File: src/rtl/chip_pkg.sv
package chip_pkg;

  ////////////////////////////////////////////////////////////
  // Datapath widths.
  ////////////////////////////////////////////////////////////

  localparam int unsigned DATA_W = 32;   // Mailbox word and serial payload.
  localparam int unsigned LEN_W  = 24;   // Bit period field and received-word count.
  localparam int unsigned CTRL_W = 25;   // Run enable on top, bit period below.

  ////////////////////////////////////////////////////////////
  // Mailbox queues.
  ////////////////////////////////////////////////////////////

  localparam int unsigned FIFO_DEPTH = 4;  // Words per queue.
  localparam int unsigned FIFO_AW    = 2;  // Pointer width for FIFO_DEPTH.

  ////////////////////////////////////////////////////////////
  // Reset stretch.
  ////////////////////////////////////////////////////////////

  // Inner reset lets go when the top bit of the counter sets,
  // eight cycles after RST rises.
  localparam int unsigned RST_HOLD_W = 4;

endpackage

File: src/rtl/chip.sv
module chip (
  input  logic                        CPU_CLK,
  input  logic                        RST,            // Synchronous, active low.
  input  logic                        host_wr,
  input  logic                        host_rd,
  input  logic                        host_ctrl_wr,
  input  logic                        host_irq_ack,
  input  logic                        host_err_ack,
  input  logic [chip_pkg::DATA_W-1:0] host_wdata,
  input  logic [chip_pkg::CTRL_W-1:0] host_ctrl_data,
  output logic [chip_pkg::DATA_W-1:0] host_rdata,
  output logic                        host_rx_avail,
  output logic                        host_tx_full,
  output logic                        host_irq,
  output logic                        host_err,
  output logic [chip_pkg::LEN_W-1:0]  host_status,
  input  logic                        eth_wire_rx,
  output logic                        eth_wire_tx
);

  logic [chip_pkg::RST_HOLD_W-1:0] rst_cnt;       // Reset-stretch counter.
  logic                            core_rst;      // Inner reset, active low.

  logic [chip_pkg::DATA_W-1:0] send_data;
  logic [chip_pkg::DATA_W-1:0] recv_data;
  logic [chip_pkg::LEN_W-1:0]  bit_period;
  logic [chip_pkg::LEN_W-1:0]  rx_count;
  logic                        send_avail;
  logic                        send_take;
  logic                        recv_write;
  logic                        irq;
  logic                        err;
  logic                        err_ack;
  logic                        run;

  ////////////////////////////////////////////////////////////
  // Reset stretch.
  ////////////////////////////////////////////////////////////

  assign core_rst = rst_cnt[chip_pkg::RST_HOLD_W-1];  // Top bit releases the core.

  always_ff @(posedge CPU_CLK) begin
    if (!RST) begin
      rst_cnt <= '0;
    end else if (!core_rst) begin
      rst_cnt <= rst_cnt + 1'b1;                     // Freezes once released.
    end
  end

  ////////////////////////////////////////////////////////////
  // Mailbox channel 0 and serial port.
  ////////////////////////////////////////////////////////////

  mbox_channel u_mbox (
    .CPU_CLK        (CPU_CLK),
    .RST            (core_rst),
    .host_wr        (host_wr),
    .host_wdata     (host_wdata),
    .host_rd        (host_rd),
    .host_rdata     (host_rdata),
    .host_rx_avail  (host_rx_avail),
    .host_tx_full   (host_tx_full),
    .host_ctrl_wr   (host_ctrl_wr),
    .host_ctrl_data (host_ctrl_data),
    .host_irq       (host_irq),
    .host_irq_ack   (host_irq_ack),
    .host_err       (host_err),
    .host_err_ack   (host_err_ack),
    .host_status    (host_status),
    .send_data      (send_data),
    .send_avail     (send_avail),
    .send_take      (send_take),
    .recv_data      (recv_data),
    .recv_write     (recv_write),
    .irq            (irq),
    .err            (err),
    .err_ack        (err_ack),
    .run            (run),
    .bit_period     (bit_period),
    .rx_count       (rx_count)
  );

  serial_port u_port (
    .CPU_CLK    (CPU_CLK),
    .RST        (core_rst),
    .run        (run),
    .bit_period (bit_period),
    .send_data  (send_data),
    .send_avail (send_avail),
    .send_take  (send_take),
    .recv_data  (recv_data),
    .recv_write (recv_write),
    .irq        (irq),
    .err        (err),
    .err_ack    (err_ack),
    .rx_count   (rx_count),
    .wire_rx    (eth_wire_rx),
    .wire_tx    (eth_wire_tx)
  );

endmodule

File: src/rtl/mbox_channel.sv
module mbox_channel (
  input  logic                        CPU_CLK,
  input  logic                        RST,             // Synchronous, active low.

  // Host side.
  input  logic                        host_wr,         // Push into send queue.
  input  logic [chip_pkg::DATA_W-1:0] host_wdata,
  input  logic                        host_rd,         // Pop from receive queue.
  output logic [chip_pkg::DATA_W-1:0] host_rdata,      // Receive queue head.
  output logic                        host_rx_avail,
  output logic                        host_tx_full,
  input  logic                        host_ctrl_wr,    // Load control register.
  input  logic [chip_pkg::CTRL_W-1:0] host_ctrl_data,
  output logic                        host_irq,        // Sticky receive flag.
  input  logic                        host_irq_ack,
  output logic                        host_err,        // Sticky stop-bit error.
  input  logic                        host_err_ack,
  output logic [chip_pkg::LEN_W-1:0]  host_status,     // Received-word count.

  // Serial port side.
  output logic [chip_pkg::DATA_W-1:0] send_data,       // Send queue head.
  output logic                        send_avail,
  input  logic                        send_take,       // Pop of send queue.
  input  logic [chip_pkg::DATA_W-1:0] recv_data,
  input  logic                        recv_write,      // Push into receive queue.
  input  logic                        irq,             // Receive pulse.
  input  logic                        err,             // Error level.
  output logic                        err_ack,
  output logic                        run,             // Transmit enable.
  output logic [chip_pkg::LEN_W-1:0]  bit_period,      // Cycles per serial bit.
  input  logic [chip_pkg::LEN_W-1:0]  rx_count
);

  logic [chip_pkg::CTRL_W-1:0] ctrl_q;     // Control register.
  logic                        irq_q;      // Interrupt flag.
  logic                        err_q;      // Error flag.

  ////////////////////////////////////////////////////////////
  // Queues.
  ////////////////////////////////////////////////////////////

  // Host to wire.
  mbox_fifo u_send_fifo (
    .CPU_CLK   (CPU_CLK),
    .RST       (RST),
    .push      (host_wr),
    .push_data (host_wdata),
    .pop       (send_take),
    .head      (send_data),
    .not_empty (send_avail),
    .full      (host_tx_full)
  );

  // Wire to host. A word arriving while full is lost inside the queue.
  mbox_fifo u_recv_fifo (
    .CPU_CLK   (CPU_CLK),
    .RST       (RST),
    .push      (recv_write),
    .push_data (recv_data),
    .pop       (host_rd),
    .head      (host_rdata),
    .not_empty (host_rx_avail),
    .full      ()
  );

  ////////////////////////////////////////////////////////////
  // Control register and flags.
  ////////////////////////////////////////////////////////////

  always_ff @(posedge CPU_CLK) begin
    if (!RST) begin
      ctrl_q <= '0;                        // Port stopped after reset.
    end else if (host_ctrl_wr) begin
      ctrl_q <= host_ctrl_data;            // Takes effect next cycle.
    end
  end

  assign run        = ctrl_q[chip_pkg::CTRL_W-1];       // Top bit.
  assign bit_period = ctrl_q[chip_pkg::LEN_W-1:0];      // Low field.

  always_ff @(posedge CPU_CLK) begin
    if (!RST) begin
      irq_q <= 1'b0;
      err_q <= 1'b0;
    end else begin
      if (irq) begin
        irq_q <= 1'b1;                     // A new word beats the ack.
      end else if (host_irq_ack) begin
        irq_q <= 1'b0;
      end
      if (host_err_ack) begin
        err_q <= 1'b0;                     // Port clears its level on the same edge.
      end else if (err) begin
        err_q <= 1'b1;
      end
    end
  end

  assign host_irq    = irq_q;
  assign host_err    = err_q;
  assign err_ack     = host_err_ack;       // Port drops err with the host ack.
  assign host_status = rx_count;

endmodule

File: src/rtl/mbox_fifo.sv
module mbox_fifo (
  input  logic                        CPU_CLK,
  input  logic                        RST,        // Synchronous, active low.
  input  logic                        push,       // Write strobe.
  input  logic [chip_pkg::DATA_W-1:0] push_data,
  input  logic                        pop,        // Read strobe.
  output logic [chip_pkg::DATA_W-1:0] head,       // Show-ahead word.
  output logic                        not_empty,
  output logic                        full
);

  logic [chip_pkg::DATA_W-1:0] mem [chip_pkg::FIFO_DEPTH];  // Word storage.
  logic [chip_pkg::FIFO_AW-1:0] wr_ptr;                      // Next slot to write.
  logic [chip_pkg::FIFO_AW-1:0] rd_ptr;                      // Current head slot.
  logic [chip_pkg::FIFO_AW:0]   count;                       // Occupancy, 0 to depth.
  logic                         do_push;
  logic                         do_pop;

  assign do_push   = push && !full;       // Push while full is dropped.
  assign do_pop    = pop && not_empty;    // Pop while empty is ignored.
  assign head      = mem[rd_ptr];         // Head is visible before the pop.
  assign not_empty = (count != '0);
  assign full      = (count == (chip_pkg::FIFO_AW + 1)'(chip_pkg::FIFO_DEPTH));

  // Storage array has no reset.
  always_ff @(posedge CPU_CLK) begin
    if (do_push) begin
      mem[wr_ptr] <= push_data;           // Write into the tail slot.
    end
  end

  always_ff @(posedge CPU_CLK) begin
    if (!RST) begin
      wr_ptr <= '0;
      rd_ptr <= '0;
      count  <= '0;                       // Empty after reset.
    end else begin
      if (do_push) begin
        wr_ptr <= wr_ptr + 1'b1;          // Pointers wrap naturally.
      end
      if (do_pop) begin
        rd_ptr <= rd_ptr + 1'b1;
      end
      case ({do_push, do_pop})
        2'b10:   count <= count + 1'b1;   // Push only.
        2'b01:   count <= count - 1'b1;   // Pop only.
        default: count <= count;          // Both or neither.
      endcase
    end
  end

endmodule

File: src/rtl/serial_port.sv
module serial_port (
  input  logic                        CPU_CLK,
  input  logic                        RST,          // Synchronous, active low.
  input  logic                        run,          // Allows new frames out.
  input  logic [chip_pkg::LEN_W-1:0]  bit_period,   // Cycles per bit.
  input  logic [chip_pkg::DATA_W-1:0] send_data,    // Word to send.
  input  logic                        send_avail,
  output logic                        send_take,    // Pops the send queue.
  output logic [chip_pkg::DATA_W-1:0] recv_data,    // Receive shift register.
  output logic                        recv_write,   // Word complete.
  output logic                        irq,
  output logic                        err,          // Bad stop bit, held.
  input  logic                        err_ack,
  output logic [chip_pkg::LEN_W-1:0]  rx_count,     // Good words received.
  input  logic                        wire_rx,
  output logic                        wire_tx
);

  logic [chip_pkg::LEN_W-1:0]  period_end;   // Last timer value of a bit.
  logic [chip_pkg::LEN_W-1:0]  rx_half;      // Start-bit alignment point.

  // Transmit side.
  logic                         tx_busy;
  logic                         tx_start;
  logic                         tx_tick;      // Bit boundary.
  logic [chip_pkg::LEN_W-1:0]   tx_timer;
  logic [5:0]                   tx_bit;       // 0 start, 1..32 data, 33 stop.
  logic [chip_pkg::DATA_W+1:0]  tx_shift;     // Whole frame, LSB on the wire.

  // Receive side.
  logic                         rx_s1;        // Synchronizer stages.
  logic                         rx_s2;
  logic                         rx_prev;      // Last synchronized level.
  logic                         rx_fall;
  logic                         rx_busy;
  logic                         rx_tick;      // Sample point.
  logic [chip_pkg::LEN_W-1:0]   rx_timer;
  logic [chip_pkg::LEN_W-1:0]   rx_target;
  logic [5:0]                   rx_bit;       // Same numbering as tx_bit.

  assign period_end = bit_period - 1'b1;
  // Two cycles are already lost in the synchronizer.
  assign rx_half    = (bit_period >> 1) - 1'b1;

  ////////////////////////////////////////////////////////////
  // Transmitter.
  ////////////////////////////////////////////////////////////

  assign tx_start = !tx_busy && run && send_avail;      // Only from idle.
  assign tx_tick  = tx_busy && (tx_timer == period_end);

  always_ff @(posedge CPU_CLK) begin
    if (!RST) begin
      tx_busy   <= 1'b0;
      tx_timer  <= '0;
      tx_bit    <= '0;
      send_take <= 1'b0;
    end else begin
      send_take <= tx_start;              // Lines up with the start bit.
      if (tx_start) begin
        tx_busy  <= 1'b1;
        tx_timer <= '0;
        tx_bit   <= '0;
      end else if (tx_tick) begin
        tx_timer <= '0;
        tx_bit   <= tx_bit + 1'b1;
        if (tx_bit == 6'(chip_pkg::DATA_W + 1)) begin
          tx_busy <= 1'b0;                // Stop bit done.
        end
      end else if (tx_busy) begin
        tx_timer <= tx_timer + 1'b1;
      end
    end
  end

  always_ff @(posedge CPU_CLK) begin
    if (tx_start) begin
      tx_shift <= {1'b1, send_data, 1'b0};            // Stop, data, start.
    end else if (tx_tick) begin
      tx_shift <= {1'b1, tx_shift[chip_pkg::DATA_W+1:1]};
    end
  end

  assign wire_tx = tx_busy ? tx_shift[0] : 1'b1;      // Idles high.

  ////////////////////////////////////////////////////////////
  // Receiver.
  ////////////////////////////////////////////////////////////

  always_ff @(posedge CPU_CLK) begin
    if (!RST) begin
      rx_s1   <= 1'b1;
      rx_s2   <= 1'b1;
      rx_prev <= 1'b1;
    end else begin
      rx_s1   <= wire_rx;
      rx_s2   <= rx_s1;
      rx_prev <= rx_s2;
    end
  end

  assign rx_fall   = rx_prev && !rx_s2;                 // Start edge.
  assign rx_target = (rx_bit == 6'd0) ? rx_half : period_end;
  assign rx_tick   = rx_busy && (rx_timer == rx_target);

  always_ff @(posedge CPU_CLK) begin
    if (!RST) begin
      rx_busy    <= 1'b0;
      rx_timer   <= '0;
      rx_bit     <= '0;
      recv_write <= 1'b0;
      err        <= 1'b0;
      rx_count   <= '0;
    end else begin
      recv_write <= 1'b0;
      if (err_ack) begin
        err <= 1'b0;
      end
      if (!rx_busy) begin
        rx_timer <= '0;
        rx_bit   <= '0;
        if (rx_fall) begin
          rx_busy <= 1'b1;
        end
      end else if (!rx_tick) begin
        rx_timer <= rx_timer + 1'b1;
      end else begin
        rx_timer <= '0;
        rx_bit   <= rx_bit + 1'b1;
        if (rx_bit == 6'd0) begin
          if (rx_s2) begin
            rx_busy <= 1'b0;              // Glitch, not a start bit.
          end
        end else if (rx_bit == 6'(chip_pkg::DATA_W + 1)) begin
          rx_busy <= 1'b0;
          if (rx_s2) begin
            recv_write <= 1'b1;           // Good frame.
            rx_count   <= rx_count + 1'b1;
          end else begin
            err <= 1'b1;                  // Framing error wins over ack.
          end
        end
      end
    end
  end

  // Data bits arrive LSB first.
  always_ff @(posedge CPU_CLK) begin
    if (rx_tick && (rx_bit != 6'd0) && (rx_bit != 6'(chip_pkg::DATA_W + 1))) begin
      recv_data <= {rx_s2, recv_data[chip_pkg::DATA_W-1:1]};
    end
  end

  assign irq = recv_write;                 // Same pulse as the write.

endmodule

File: config.mk
export PLATFORM = sky130hd
export DESIGN_NAME = chip
export DESIGN_NICKNAME = d
export VERILOG_FILES = /design/src/rtl/chip_pkg.sv /design/src/rtl/chip.sv /design/src/rtl/mbox_channel.sv /design/src/rtl/mbox_fifo.sv /design/src/rtl/serial_port.sv
export SDC_FILE = /design/constraint.sdc
export NUM_CORES = 1
export LEC_CHECK = 0
export ABC_AREA = 1
export BUFFER_PORTS_ARGS = -buffer_cell sky130_fd_sc_hd__buf_2
export CORE_ASPECT_RATIO = 1.2
export CORE_UTILIZATION = 45
export CTS_CLUSTER_SIZE = 8
export DETAILED_ROUTE_END_ITERATION = 8
export MAX_ROUTING_LAYER = met4
export SETUP_SLACK_MARGIN = 0.2
export SYNTH_ARGS = -nofsm -noshare
export SYNTH_HDL_FRONTEND = slang
export SYNTH_HIERARCHICAL = 1
export SYNTH_SLANG_ARGS = --single-unit
File: constraint.sdc
create_clock -name CPU_CLK -period 3.6 [get_ports CPU_CLK]
set_clock_uncertainty 0.15 [all_clocks]
set_input_delay 1.08 -clock CPU_CLK [delete_from_list [all_inputs] [get_ports CPU_CLK]]
set_output_delay 1.08 -clock CPU_CLK [all_outputs]
set_load 0.05 [all_outputs]
After elaboration in Yosys (flattened, before gate mapping) --
Memory sizes are Yosys's and may differ from the RTL's. A register that Yosys moved wholly into a read port is not among the register bits. Cells that the tools add are included.
Cells by class: mux-type cells 33, add/sub/neg operators 16, reduce and logical (&&, ||, !) cells 32, bitwise logic cells 5, equality and inequality tests 11
Operators with widths (number):
- adder 24 x 1 -> 24 bit, second input constant | 3
- two-way mux 33 bit | 2
- == test 24 bit | 2
- two-way mux 24 bit | 1
- subtractor 23 x 1 -> 24 bit, second input constant | 1
- subtractor 24 x 1 -> 24 bit, second input constant | 1
- two-way mux 1 bit | 23
- adder 6 x 1 -> 6 bit, second input constant | 2
- == test 6 bit, second input constant | 2
- one-hot mux 3 bit (2 select lines) | 2
- logical AND 1 bit | 11
- nonzero test 2 bit | 5
- adder 2 x 1 -> 2 bit, second input constant | 4
- two-way mux 2 bit | 4
- adder 3 x 1 -> 3 bit, second input constant | 2
- == test 3 bit, second input constant | 2
- zero test 6 bit | 1
- != test 6 bit, second input constant | 1
- nonzero test 3 bit | 2
- nonzero test 6 bit | 1
- OR reduction 3 bit | 2
- subtractor 3 x 1 -> 3 bit, second input constant | 2
- NOT 1 bit | 5
- AND reduction 5 bit | 1
- 8 further kinds | 15
Storage, ports and cells: bits in writable memories 256, flip-flop bits (word level) 202, memories kept 2, output and inout bits 61
Memories:
- u_mbox.u_recv_fifo.mem | words 4, bits a word 32, read ports 1, clocked after memory_dff 1, write ports 1, line mbox_fifo.sv:12 | logic [chip_pkg::DATA_W-1:0] mem [chip_pkg::FIFO_DEPTH];
- u_mbox.u_send_fifo.mem | words 4, bits a word 32, read ports 1, clocked after memory_dff 1, write ports 1, line mbox_fifo.sv:12

Longest topological paths before layout --
Gate-level depths: netlist of the first run.
word-level depth 6, gate-level depth with buffers 22, gate-level depth less buffers 21

By module --
The synthesis of the first run kept the hierarchy.
Modules (own cells, without submodules):
- mbox_fifo | times used 2, cells each 378, area an instance 5275.1 um^2, sequential area each 4023.9 um^2
- serial_port | times used 1, cells each 1472, area an instance 9910.8 um^2, sequential area each 3783.6 um^2
- mbox_channel | times used 1, cells each 141, area an instance 1121.1 um^2, sequential area each 540.5 um^2
- chip | times used 1, cells each 20, area an instance 161.4 um^2, sequential area each 80.1 um^2

Least setup slack after synthesis of the first run --
No wires, ideal clock.
path type register -> register, start register u_mbox/ctrl_q[1] in the netlist's numbering, end register u_port/recv_data[0] in the netlist's numbering (enable), period minus slack after synthesis 3828 ps, cell stages (with the launch flop) 17, path buffers 0, data arrival time 3257 ps, data required time 3029 ps, slack -228 ps, cells stage by stage dfxtp_1 > inv_1 > ha_1 > inv_2 > nor2_2 > nand2_1 > nor2_1 > nand3_1 > nand2_1 > nand3_1 > nand3_1 > nand2_1 > nor2_4 > nand3_2 > inv_1 > nand2_1 > nor2_1
Between the ends: word-level cells in the longest chain between the ends 6, elaborated cells on any way between the ends 7
Ends and longest elaborated chain:
- from (decl) | line mbox_channel.sv:34 | logic [chip_pkg::CTRL_W-1:0] ctrl_q;
- from (signal assigned) | line mbox_channel.sv:74 | ctrl_q <= host_ctrl_data;
- subtractor 24 x 1 -> 24 bit or subtractor 23 x 1 -> 24 bit (tied branches) | line serial_port.sv:41, serial_port.sv:43
- two-way mux 24 bit * | line serial_port.sv:103 | assign rx_target = (rx_bit == 6'd0) ? rx_half : period_end;
- == test 24 bit * | line serial_port.sv:104 | assign rx_tick = rx_busy && (rx_timer == rx_target);
- logical AND 1 bit * | line serial_port.sv:104
- logical AND 1 bit * (2 in a row) | line serial_port.sv:149 | if (rx_tick && (rx_bit != 6'd0) && (rx_bit != 6'(chip_pkg::DATA_W + 1))) begin
- to (signal assigned) | line serial_port.sv:150 | recv_data <= {rx_s2, recv_data[chip_pkg::DATA_W-1:1]};
- to (decl) | line serial_port.sv:9 | output logic [chip_pkg::DATA_W-1:0] recv_data,
Mark *: on every way between the ends. The rest lies on a longest branch, timed or not. A chain may end at the register's enable or synchronous reset.

==> impl_metrics.env, run 1 <==
export IMPL_vias_per_cell=5.179
export IMPL_syn_area_per_cell_um2=9.104
export IMPL_final_cell_mix="nand2_1 (513), nor2_1 (344), edfxtp_1 (320), inv_1 (210), nand3_1 (201)"
export IMPL_hp_start="u_port/rx_s1$_SDFF_PN1_"
export IMPL_status="complete, no violations"
export IMPL_vias=16560
export IMPL_clockRootBuffer="clkbuf_16"
export IMPL_setup_tns_ns=0
export IMPL_htreeDepth=3
export IMPL_worstMarginPinSlew_ns=0.8331
export IMPL_fillCellCount=4341
export IMPL_pwr_share_seq_pct=48.3
export IMPL_cts_sinks=462
export IMPL_placement_io_buffers=125
export IMPL_p_sw_mw=2.484
export IMPL_start_kind="flip-flop"
export IMPL_rsz0062_at_grt="false"
export IMPL_first_pass_iters=5
export IMPL_grt_overflow=0
export IMPL_clk_latency_ns=0.60
export IMPL_reg2reg_slack_ns=0.44
export IMPL_wl_per_cell_um=16.63
export IMPL_rows=87
export IMPL_peakVddDrop_uv=384.8
export IMPL_max_cap_viol_count=0
export IMPL_totalPowerFinal_mw=11.76
export IMPL_track_usage_pct=22.49
export IMPL_fmax_mhz=307.7
export IMPL_r2r_end="u_port/recv_data[0]$_DFFE_PP_"
export IMPL_syn_inst=2388
export IMPL_num_io_pins=126
export IMPL_die_w_um=202.6
export IMPL_dp_hpwl_mm=35.95
export IMPL_holdBufCountCts=0
export IMPL_wl_mm=53.17
export IMPL_p_leak_nw=9.499
export IMPL_finalCoreUtilization_pct=52.59
export IMPL_maxSlewHeadroom_pct=44.46
export IMPL_cp_end_kind="output pin"
export IMPL_reg2reg_from="u_mbox/ctrl_q[0]$_SDFFE_PN0P_"
export IMPL_hold_path_class="flip-flop to flip-flop"
export IMPL_ant_nets=0
export IMPL_die_h_um=242.8
export IMPL_holdPathEnd="u_port/rx_s2$_SDFF_PN1_"
export IMPL_setup_viol=0
export IMPL_layout_nets=2611
export IMPL_dp_slack_ns=0.2674
export IMPL_stdcell_area_mm2=0.02490
export IMPL_core_area_mm2=0.04735
export IMPL_power_share_switching_pct=21.12
export IMPL_post_route_cells_drive_above_1_share_pct=13.49
export IMPL_hold_path_depth=1
export IMPL_cts_tree="yes"
export IMPL_fin_crit_ns=3.250
export IMPL_dpl_cell_area_mm2=0.02278
export IMPL_gp_congestion=0.9493
export IMPL_synth_fp_nets=2476
export IMPL_cts_buffers=67
export IMPL_p_comb_share_pct=2.0
export IMPL_cp_arrival_ns=2.02
export IMPL_path_class="flip-flop to output pin"
export IMPL_drc=0
export IMPL_critPathMaxFanout=32
export IMPL_p_per_area_mw_per_mm2=472.2
export IMPL_synth_area_mm2=0.02174
export IMPL_whs_ns=0.2766
export IMPL_power_frac_clock_pct=49.6
export IMPL_clk_pin_slew_ns=0.05
export IMPL_syn2layout_area_growth_pct=14.56
export IMPL_fin_cells=3197
export IMPL_ys_warn_count=6
export IMPL_final_hold_viol_count=0
export IMPL_antenna_found_initial=2
export IMPL_worst_ep_required_time_ns=2.37
export IMPL_dieArea_mm2=0.04920
export IMPL_dp_cells=3072
export IMPL_final_common_cell="nand2_1"
export IMPL_grt_pass1_wl_mm=84.37
export IMPL_clock_path_buffers=3
export IMPL_initial_utilization_pct=45.91
export IMPL_grt_max_degree=65
export IMPL_layout_setup_ws_ns=0.3500
export IMPL_finalCritPeriodShare_pct=90.28
export IMPL_drt_iter0_drc=1083
export IMPL_p_int_mw=9.275
export IMPL_slew_viol_final=0
export IMPL_first_global_vias=16050
export IMPL_worstRegToRegCells=17
==> sequential cells by signal (all words and copies together) (netlist names), 2 cells and up, named ones only <==
register,flops
u_port/tx_timer,24
u_mbox/u_send_fifo/mem,128
u_port/rx_count,24
u_mbox/u_send_fifo/rd_ptr,2
u_mbox/u_recv_fifo/count,3
rst_cnt,4
u_mbox/u_send_fifo/count,3
u_mbox/u_send_fifo/wr_ptr,2
u_mbox/u_recv_fifo/rd_ptr,2
u_mbox/u_recv_fifo/mem,128
u_port/rx_timer,24
u_port/recv_data,32
u_port/rx_bit,6
u_mbox/ctrl_q,25
u_mbox/u_recv_fifo/wr_ptr,2
u_port/tx_shift,33
u_port/tx_bit,6
==> worst max-delay path by stage <==
stage,startpoint,end,slack (ns),cells after the start
after floorplan,u_mbox/ctrl_q[1]$_SDFFE_PN0P_,u_port/recv_data[0]$_DFFE_PP_,0.30,16
after global placement,u_mbox/ctrl_q[0]$_SDFFE_PN0P_,u_port/recv_data[17]$_DFFE_PP_,0.25,20
after detailed placement,u_mbox/ctrl_q[0]$_SDFFE_PN0P_,u_port/rx_count[19]$_SDFFE_PN0P_,0.27,22
after CTS,flip-flop,host_rdata[31],0.19,4
after global routing,u_mbox/ctrl_q[0]$_SDFFE_PN0P_,u_port/recv_data[0]$_DFFE_PP_,0.20,19
final,flip-flop,host_rdata[30],0.35,4
==> metal layers <==
metal / vias to the layer above / share of wire (%) / track usage [%]
li1: 8314 / - / -
met1: 7765 / 43 / 26.64
met2: 382 / 49 / 37.55
met3: 97 / 5.0 / 4.001
met4: 0 / 3.1 / 9.398
met5: - / 0 / -
==> timing repair <==
item,4_1_cts,5_1_grt
endpoints found under the setup margin,32,186
buffers inserted,0,5
pin swaps,0,2
endpoints found under the hold margin,0,0
gates resized for setup,1,18
==> area by class of cell <==
class                      instances  area [um^2]  share of cell area, %
sequential                       462        12460                  50.04
timing repair buffer             164         1017                  4.085
inverter                         227        877.1                  3.522
tap                              623        779.5                  3.130
clock inverter                     7        161.4                 0.6481
clock buffer                     111         1842                  7.396
multi-input combinational       1601         7760                  31.16
antenna                            2        5.005                0.02010
==> worst max-delay path, stage by stage, from the launching register on <==
cell and delay [ns]:
dfxtp_1 0.36, buf_6 0.28, o21ai_0 0.15, o22ai_1 0.31, buf_2 0.33
==> power by group through the flow <==
stage                     combinational [mW]  clock, mW  sequential (mW)
after floorplan                        0.143          0             5.78
after global placement                 0.234          0             5.78
after detailed placement               0.238          0             5.78
after CTS                              0.239       6.02             5.68
after global routing                   0.271       6.24             5.68
final                                  0.240       5.84             5.68
Note: power is estimated with default switching activity, not from simulation.
==> run 2, diff against run 1 <==
Clock period 3.6 ns to 2.9 ns, I/O delays scaled along.
==> run 2 against run 1 <==
The run now ends with setup timing left. Combinational power rose by 44%. Wire length rose by 9.2%. Register-to-register slack got worse by 0.53 ns. Critical path type is now flip-flop to flip-flop. Critical endpoint is now u_port/tx_shift[25]$_DFFE_PP_.
==> impl_metrics.env, run 2 (synthesis results as in run 1) <==
export IMPL_status="finished with violations"
export IMPL_holdBufCountCts=0
export IMPL_drt_iter0_drc=911
export IMPL_track_usage_pct=24.54
export IMPL_setup_viol=66
export IMPL_clockRootBuffer="clkbuf_16"
export IMPL_dr_wl_met3_mm=3.025
export IMPL_p_leak_nw=10.43
export IMPL_hold_path_class="flip-flop to flip-flop"
export IMPL_final_common_cell="nand2_1"
export IMPL_wl_met2_mm=29.46
export IMPL_crit_chain="inv_4, ha_4, nand2_4, buf_4, nor2_4, nand2_2, o21ai_2, nand2_2, xor2_1, or2_1, nor2_2, nand4_1, buf_4, nand2_8, buf_6"
export IMPL_die_h_um=242.8
export IMPL_fmax_mhz=334.6
export IMPL_rsz0062_at_grt="true"
export IMPL_num_io_pins=126
export IMPL_peakVddDrop_uv=537.7
export IMPL_wl_mm=58.08
export IMPL_drt_met1_wl_mm=23.66
export IMPL_hold_path_depth=1
export IMPL_placement_io_buffers=125
export IMPL_start_kind="flip-flop"
export IMPL_post_route_cells_drive_above_1_share_pct=21.69
export IMPL_crit_slowest_cell="dfxtp_2"
export IMPL_worstRegToRegCells=15
export IMPL_layout_nets=2729
export IMPL_dieArea_mm2=0.04920
export IMPL_top_layer="met4"
export IMPL_failed_checks="setup timing"
export IMPL_stdcell_area_mm2=0.02692
export IMPL_syn2layout_area_growth_pct=23.85
export IMPL_cp_arrival_ns=3.14
export IMPL_grt_overflow=0
export IMPL_totalPowerFinal_mw=14.72
export IMPL_gp_congestion=0.9807
export IMPL_worstMarginPinSlew_ns=0.6811
export IMPL_cts_sinks=462
export IMPL_dp_hpwl_mm=37.97
export IMPL_clock_path_buffers=3
export IMPL_rows=87
export IMPL_final_cell_mix="nand2_1 (486), nor2_1 (323), edfxtp_1 (320), inv_1 (206), nand3_1 (182)"
export IMPL_core_area_mm2=0.04735
export IMPL_final_hold_viol_count=0
export IMPL_finalCritPeriodShare_pct=103.1
export IMPL_dpl_cell_area_mm2=0.02346
export IMPL_layout_setup_ws_ns=-0.08880
export IMPL_first_global_vias=17100
export IMPL_slowest_delay_ns=0.33
export IMPL_die_w_um=202.6
export IMPL_worst_ep_required_time_ns=3.05
export IMPL_htreeDepth=3
export IMPL_first_pass_iters=5
export IMPL_wl_per_cell_um=17.49
export IMPL_maxSlewHeadroom_pct=54.59
export IMPL_path_class="flip-flop to flip-flop"
export IMPL_slew_viol_final=0
export IMPL_vias=17300
export IMPL_grt_max_degree=65
export IMPL_reg_top3="u_mbox/u_recv_fifo/mem x128, u_mbox/u_send_fifo/mem x128, u_port/tx_shift x33"
export IMPL_cts_buffers=67
export IMPL_max_cap_viol_count=0
export IMPL_fin_crit_ns=2.989
export IMPL_critPathMaxFanout=7
export IMPL_vias_per_cell=5.211
export IMPL_p_per_area_mw_per_mm2=546.8
export IMPL_grt_pass1_wl_mm=91.16
export IMPL_ant_nets=0
export IMPL_initial_utilization_pct=45.91
export IMPL_clk_latency_ns=0.62
export IMPL_whs_ns=0.2843
export IMPL_antenna_found_initial=5
export IMPL_cp_end_kind="flip-flop"
export IMPL_cts_tree="yes"
export IMPL_drc=0
export IMPL_clk_pin_slew_ns=0.05
run 2: final timing paths:
kind,start,end,slack [ns]
min,u_port/rx_s1$_SDFF_PN1_,u_port/rx_s2$_SDFF_PN1_,0.28
max,u_mbox/ctrl_q[1]$_SDFFE_PN0P_,u_port/tx_shift[25]$_DFFE_PP_,-0.09
max reg2reg,u_mbox/ctrl_q[1]$_SDFFE_PN0P_,u_port/tx_shift[25]$_DFFE_PP_,-0.09
min reg2reg,u_port/rx_s1$_SDFF_PN1_,u_port/rx_s2$_SDFF_PN1_,0.28
run 2: layout make-up:
class	instances	area, um^2
repair buffers	279	2359
diodes	5	12.51
multi-input cells	1601	8327
well taps	623	779.5
repair inverters	3	56.30
fillers	4195	20430
inverters	227	898.4
clock buffers	113	1859
flip-flops and latches	462	12480
clock inverters	7	155.1
run 2: what timing repair did:
| action | CTS | global route |
|---|---|---|
| resized for setup | 149 | 82 |
| cloned | 11 | 2 |
| pin swaps | 34 | 38 |
| setup buffers | 20 | 20 |
| endpoints found under the setup margin | 215 | 216 |
run 2: critical path: cells and delay by family, from the launching register on:
family | cells | cell delay, ns
DFF | 1 | 0.33
AOI/OAI and AO/OA | 1 | 0.18
adders and majority gates | 1 | 0.21
xor gates and xnor gates | 1 | 0.15
and+or+nand+nor | 8 | 1.05
buffers and inverters | 4 | 0.60
run 2: metal layers:
layer  global-route usage (%)  vias to the layer above
met5                        -                        -
met4                    9.973                        0
met3                    4.780                      111
met2                    42.20                      420
met1                    27.85                     8200
li1                         -                     8571
run 2: report_power, final:
part / leakage, nW / internal, mW / switching (mW) / total (mW)
Clock: 0.951 / 4.41 / 2.91 / 7.32
Combinational: 5.50 / 0.130 / 0.216 / 0.346
Sequential: 3.99 / 7.04 / 0.0119 / 7.05
run 2: through the flow:
step | setup slack, ns | std cells | TNS [ns] | utilization (%)
2_1_floorplan | 0.03626 | 2388 | 0 | -
3_3_place_gp | -0.1048 | 3142 | -3.917 | 49.55
3_5_place_dp | -0.1262 | 3142 | -5.778 | 49.55
4_1_cts | -0.02191 | 3293 | -0.1350 | 55.78
5_1_grt | -0.2076 | 3320 | -24.09 | 56.86
6_report | -0.08880 | 3320 | -3.345 | 56.86
==> run 3, diff against run 2 <==
Settings changed: ABC_AREA 1 to unset.
Clock period 2.9 ns to 3.3 ns, I/O delays scaled along.
==> run 3 against run 2 <==
The run still ends with setup timing left. Via count down 18%. Fmax is 18% lower. First-iteration DRC count shrank 22%. Cell area up 2.9%. Hold slack got worse by 0.021 ns. Synthesized area is 3.2% lower. Synthesized cell count fell by 34%. Register-to-register slack lost 0.27 ns. Utilization grew 3.3 points.
==> impl_metrics.env, run 3 <==
export IMPL_grt_overflow=0
export IMPL_cts_buffers=67
export IMPL_syn2layout_area_growth_pct=31.66
export IMPL_slew_viol_final=0
export IMPL_whs_ns=0.2630
export IMPL_wl_per_cell_um=20.55
export IMPL_fmax_mhz=273.1
export IMPL_finalCoreUtilization_pct=60.17
export IMPL_fillCellCount=3675
export IMPL_start_kind="flip-flop"
export IMPL_placement_io_buffers=125
export IMPL_die_w_um=199.4
export IMPL_crit_slowest_cell="or4_4"
export IMPL_drt_iter0_drc=713
export IMPL_first_global_vias=14350
export IMPL_p_comb_share_pct=2.1
export IMPL_p_sw_mw=2.625
export IMPL_vias_per_cell=5.457
export IMPL_power_share_switching_pct=20.54
export IMPL_cts_tree="yes"
export IMPL_synth_edf_count=320
export IMPL_first_pass_iters=5
export IMPL_final_cell_mix="edfxtp_1 (320), buf_4 (211), dfxtp_1 (127), buf_2 (109), clkbuf_16 (80)"
export IMPL_finalCritPeriodShare_pct=111.0
export IMPL_reg_top3="u_mbox/u_recv_fifo/mem x128, u_mbox/u_send_fifo/mem x128, u_port/tx_shift x33"
export IMPL_cp_end_kind="flip-flop"
export IMPL_yosysUniqueCellTypes=84
export IMPL_pwr_share_seq_pct=48.5
export IMPL_initial_utilization_pct=45.70
export IMPL_maxSlewHeadroom_pct=41.45
export IMPL_fin_crit_ns=3.661
export IMPL_syn_inst=1579
export IMPL_synth_fp_nets=1667
export IMPL_critPathMaxFanout=8
export IMPL_grt_pass1_wl_mm=79.39
export IMPL_layout_setup_ws_ns=-0.3615
export IMPL_vias=14140
export IMPL_wl_mm=53.25
export IMPL_hold_path_depth=1
export IMPL_gp_congestion=0.8916
export IMPL_final_common_cell="edfxtp_1"
export IMPL_yosysMostFrequentCell="edfxtp_1"
export IMPL_ys_warn_count=6
export IMPL_antenna_found_initial=4
export IMPL_ys_async_sr_fraction_pct=0
export IMPL_synth_top_cells_by_area="edfxtp_1 (46%), dfxtp_1 (14%), mux4_2 (6.4%)"
export IMPL_slowest_delay_ns=0.57
export IMPL_yosysTopAreaCell="edfxtp_1"
export IMPL_path_class="flip-flop to flip-flop"
export IMPL_drc=0
export IMPL_grt_max_degree=62
export IMPL_dpl_cell_area_mm2=0.02422
export IMPL_p_int_mw=10.16
export IMPL_num_io_pins=126
export IMPL_clk_pin_slew_ns=0.05
export IMPL_status="finished with violations"
export IMPL_syn_area_per_cell_um2=13.33
export IMPL_clockRootBuffer="clkbuf_16"
export IMPL_clock_path_buffers=3
export IMPL_clk_latency_ns=0.61
export IMPL_worst_ep_required_time_ns=3.46
export IMPL_stdcell_area_mm2=0.02771
export IMPL_peakVddDrop_uv=442.5
export IMPL_synth_common_cells="edfxtp_1 (320), dfxtp_1 (142), nor2_1 (92)"
export IMPL_synthFlopType="edfxtp_1"
export IMPL_synth_area_mm2=0.02105
export IMPL_final_hold_viol_count=0
export IMPL_power_frac_clock_pct=49.4
export IMPL_dp_hpwl_mm=33.23
export IMPL_cts_sinks=462
export IMPL_failed_checks="setup timing"
export IMPL_rsz0062_at_grt="true"
export IMPL_htreeDepth=3
export IMPL_hold_path_class="flip-flop to flip-flop"
export IMPL_synth_seq_cells=462
export IMPL_cp_arrival_ns=3.82
export IMPL_core_area_mm2=0.04605
export IMPL_dieArea_mm2=0.04764
export IMPL_worstRegToRegCells=14
export IMPL_max_cap_viol_count=0
export IMPL_yosysSeqAreaShare_pct=59.16
export IMPL_rows=86
export IMPL_setup_viol=181
export IMPL_p_per_area_mw_per_mm2=461.2
export IMPL_die_h_um=238.9
export IMPL_holdBufCountCts=0
export IMPL_p_leak_nw=10.07
export IMPL_post_route_cells_drive_above_1_share_pct=35.77
export IMPL_crit_chain="buf_6, or4_4, nor3_4, a211oi_2, o31a_1, nor4_2, buf_4, o2111ai_4, nor4_4, nand3_2, nor3_4, buf_12, buf_12, buf_16"
export IMPL_layout_nets=2015
export IMPL_track_usage_pct=22.70
export IMPL_ant_nets=0
export IMPL_synth_top_area_share_pct=45.65
export IMPL_worstMarginPinSlew_ns=0.8783
==> run 3: worst paths after layout <==
path | from | to | slack, ns
max | u_mbox/ctrl_q[1]$_SDFFE_PN0P_ | u_port/recv_data[30]$_DFFE_PP_ | -0.36
min | u_port/rx_s1$_SDFF_PN1_ | u_port/rx_s2$_SDFF_PN1_ | 0.26
max reg2reg | u_mbox/ctrl_q[1]$_SDFFE_PN0P_ | u_port/recv_data[30]$_DFFE_PP_ | -0.36
min reg2reg | u_port/rx_s1$_SDFF_PN1_ | u_port/rx_s2$_SDFF_PN1_ | 0.26
==> run 3: metal layers <==
layer | track usage, % | share of wire [%] | up-vias
met4 | 9.554 | 3.0 | 0
met2 | 38.24 | 52 | 290
met3 | 4.359 | 4.5 | 92
li1 | - | - | 6665
met1 | 26.43 | 41 | 7092
met5 | - | 0 | -
==> run 3: worst max-delay path, delay by kind of cell (launching register included) <==
kind	cells	cell delay, ns
AOI/OAI and AO/OA	3	0.49
buffers and inverters	5	0.67
DFF	1	0.32
and+or+nand+nor	6	1.71
==> run 3: per-stage QoR <==
| step | setup TNS, ns | power (mW) | worst slack (ns) | instances |
|---|---|---|---|---|
| 2_1_floorplan | -24.21 | 6.438 | -0.5831 | 1579 |
| 5_1_grt | -58.35 | 13.20 | -0.5195 | 2591 |
| 3_5_place_dp | -40.26 | 6.560 | -0.3641 | 2415 |
| 3_3_place_gp | -38.60 | 6.555 | -0.3697 | 2415 |
| 6_report | -37.52 | 12.78 | -0.3615 | 2591 |
| 4_1_cts | -29.46 | 12.93 | -0.3118 | 2545 |
==> run 3: cell families after synthesis <==
logic type / count (synthesis) / share of synthesized area, %
buffers and inverters: 158 / 4.227
DFF: 462 / 59.16
muxes: 122 / 9.690
adders and majority gates: 23 / 1.439
AOI/OAI and AO/OA: 174 / 6.230
and+or+nand+nor: 522 / 13.75
xor gates and xnor gates: 118 / 5.505
==> run 3: area by class of cell <==
class	instances	area, um^2	share of cell area (%)
flip-flops and latches	462	12480	45.05
diodes	4	10.01	0.03612
repair buffers	399	3513	12.68
multi-input cells	960	8837	31.89
clock buffers	107	1848	6.669
well taps	616	770.7	2.781
clock inverters	6	107.6	0.3883
inverters	37	141.4	0.5102
==> run 3: power groups by stage <==
| stage | sequential, mW | combinational [mW] | clock [mW] |
|---|---|---|---|
| after global placement | 6.31 | 0.250 | 0 |
| after CTS | 6.19 | 0.259 | 6.48 |
| after global routing | 6.19 | 0.288 | 6.72 |
| after detailed placement | 6.31 | 0.253 | 0 |
| final | 6.19 | 0.267 | 6.32 |
| after floorplan | 6.31 | 0.132 | 0 |
==> run 3: repair_timing <==
action	4_1_cts	5_1_grt
pin swaps	6	32
buffers inserted	10	27
gates resized for setup	49	151
endpoints found under the setup margin	217	204
cloned	7	15
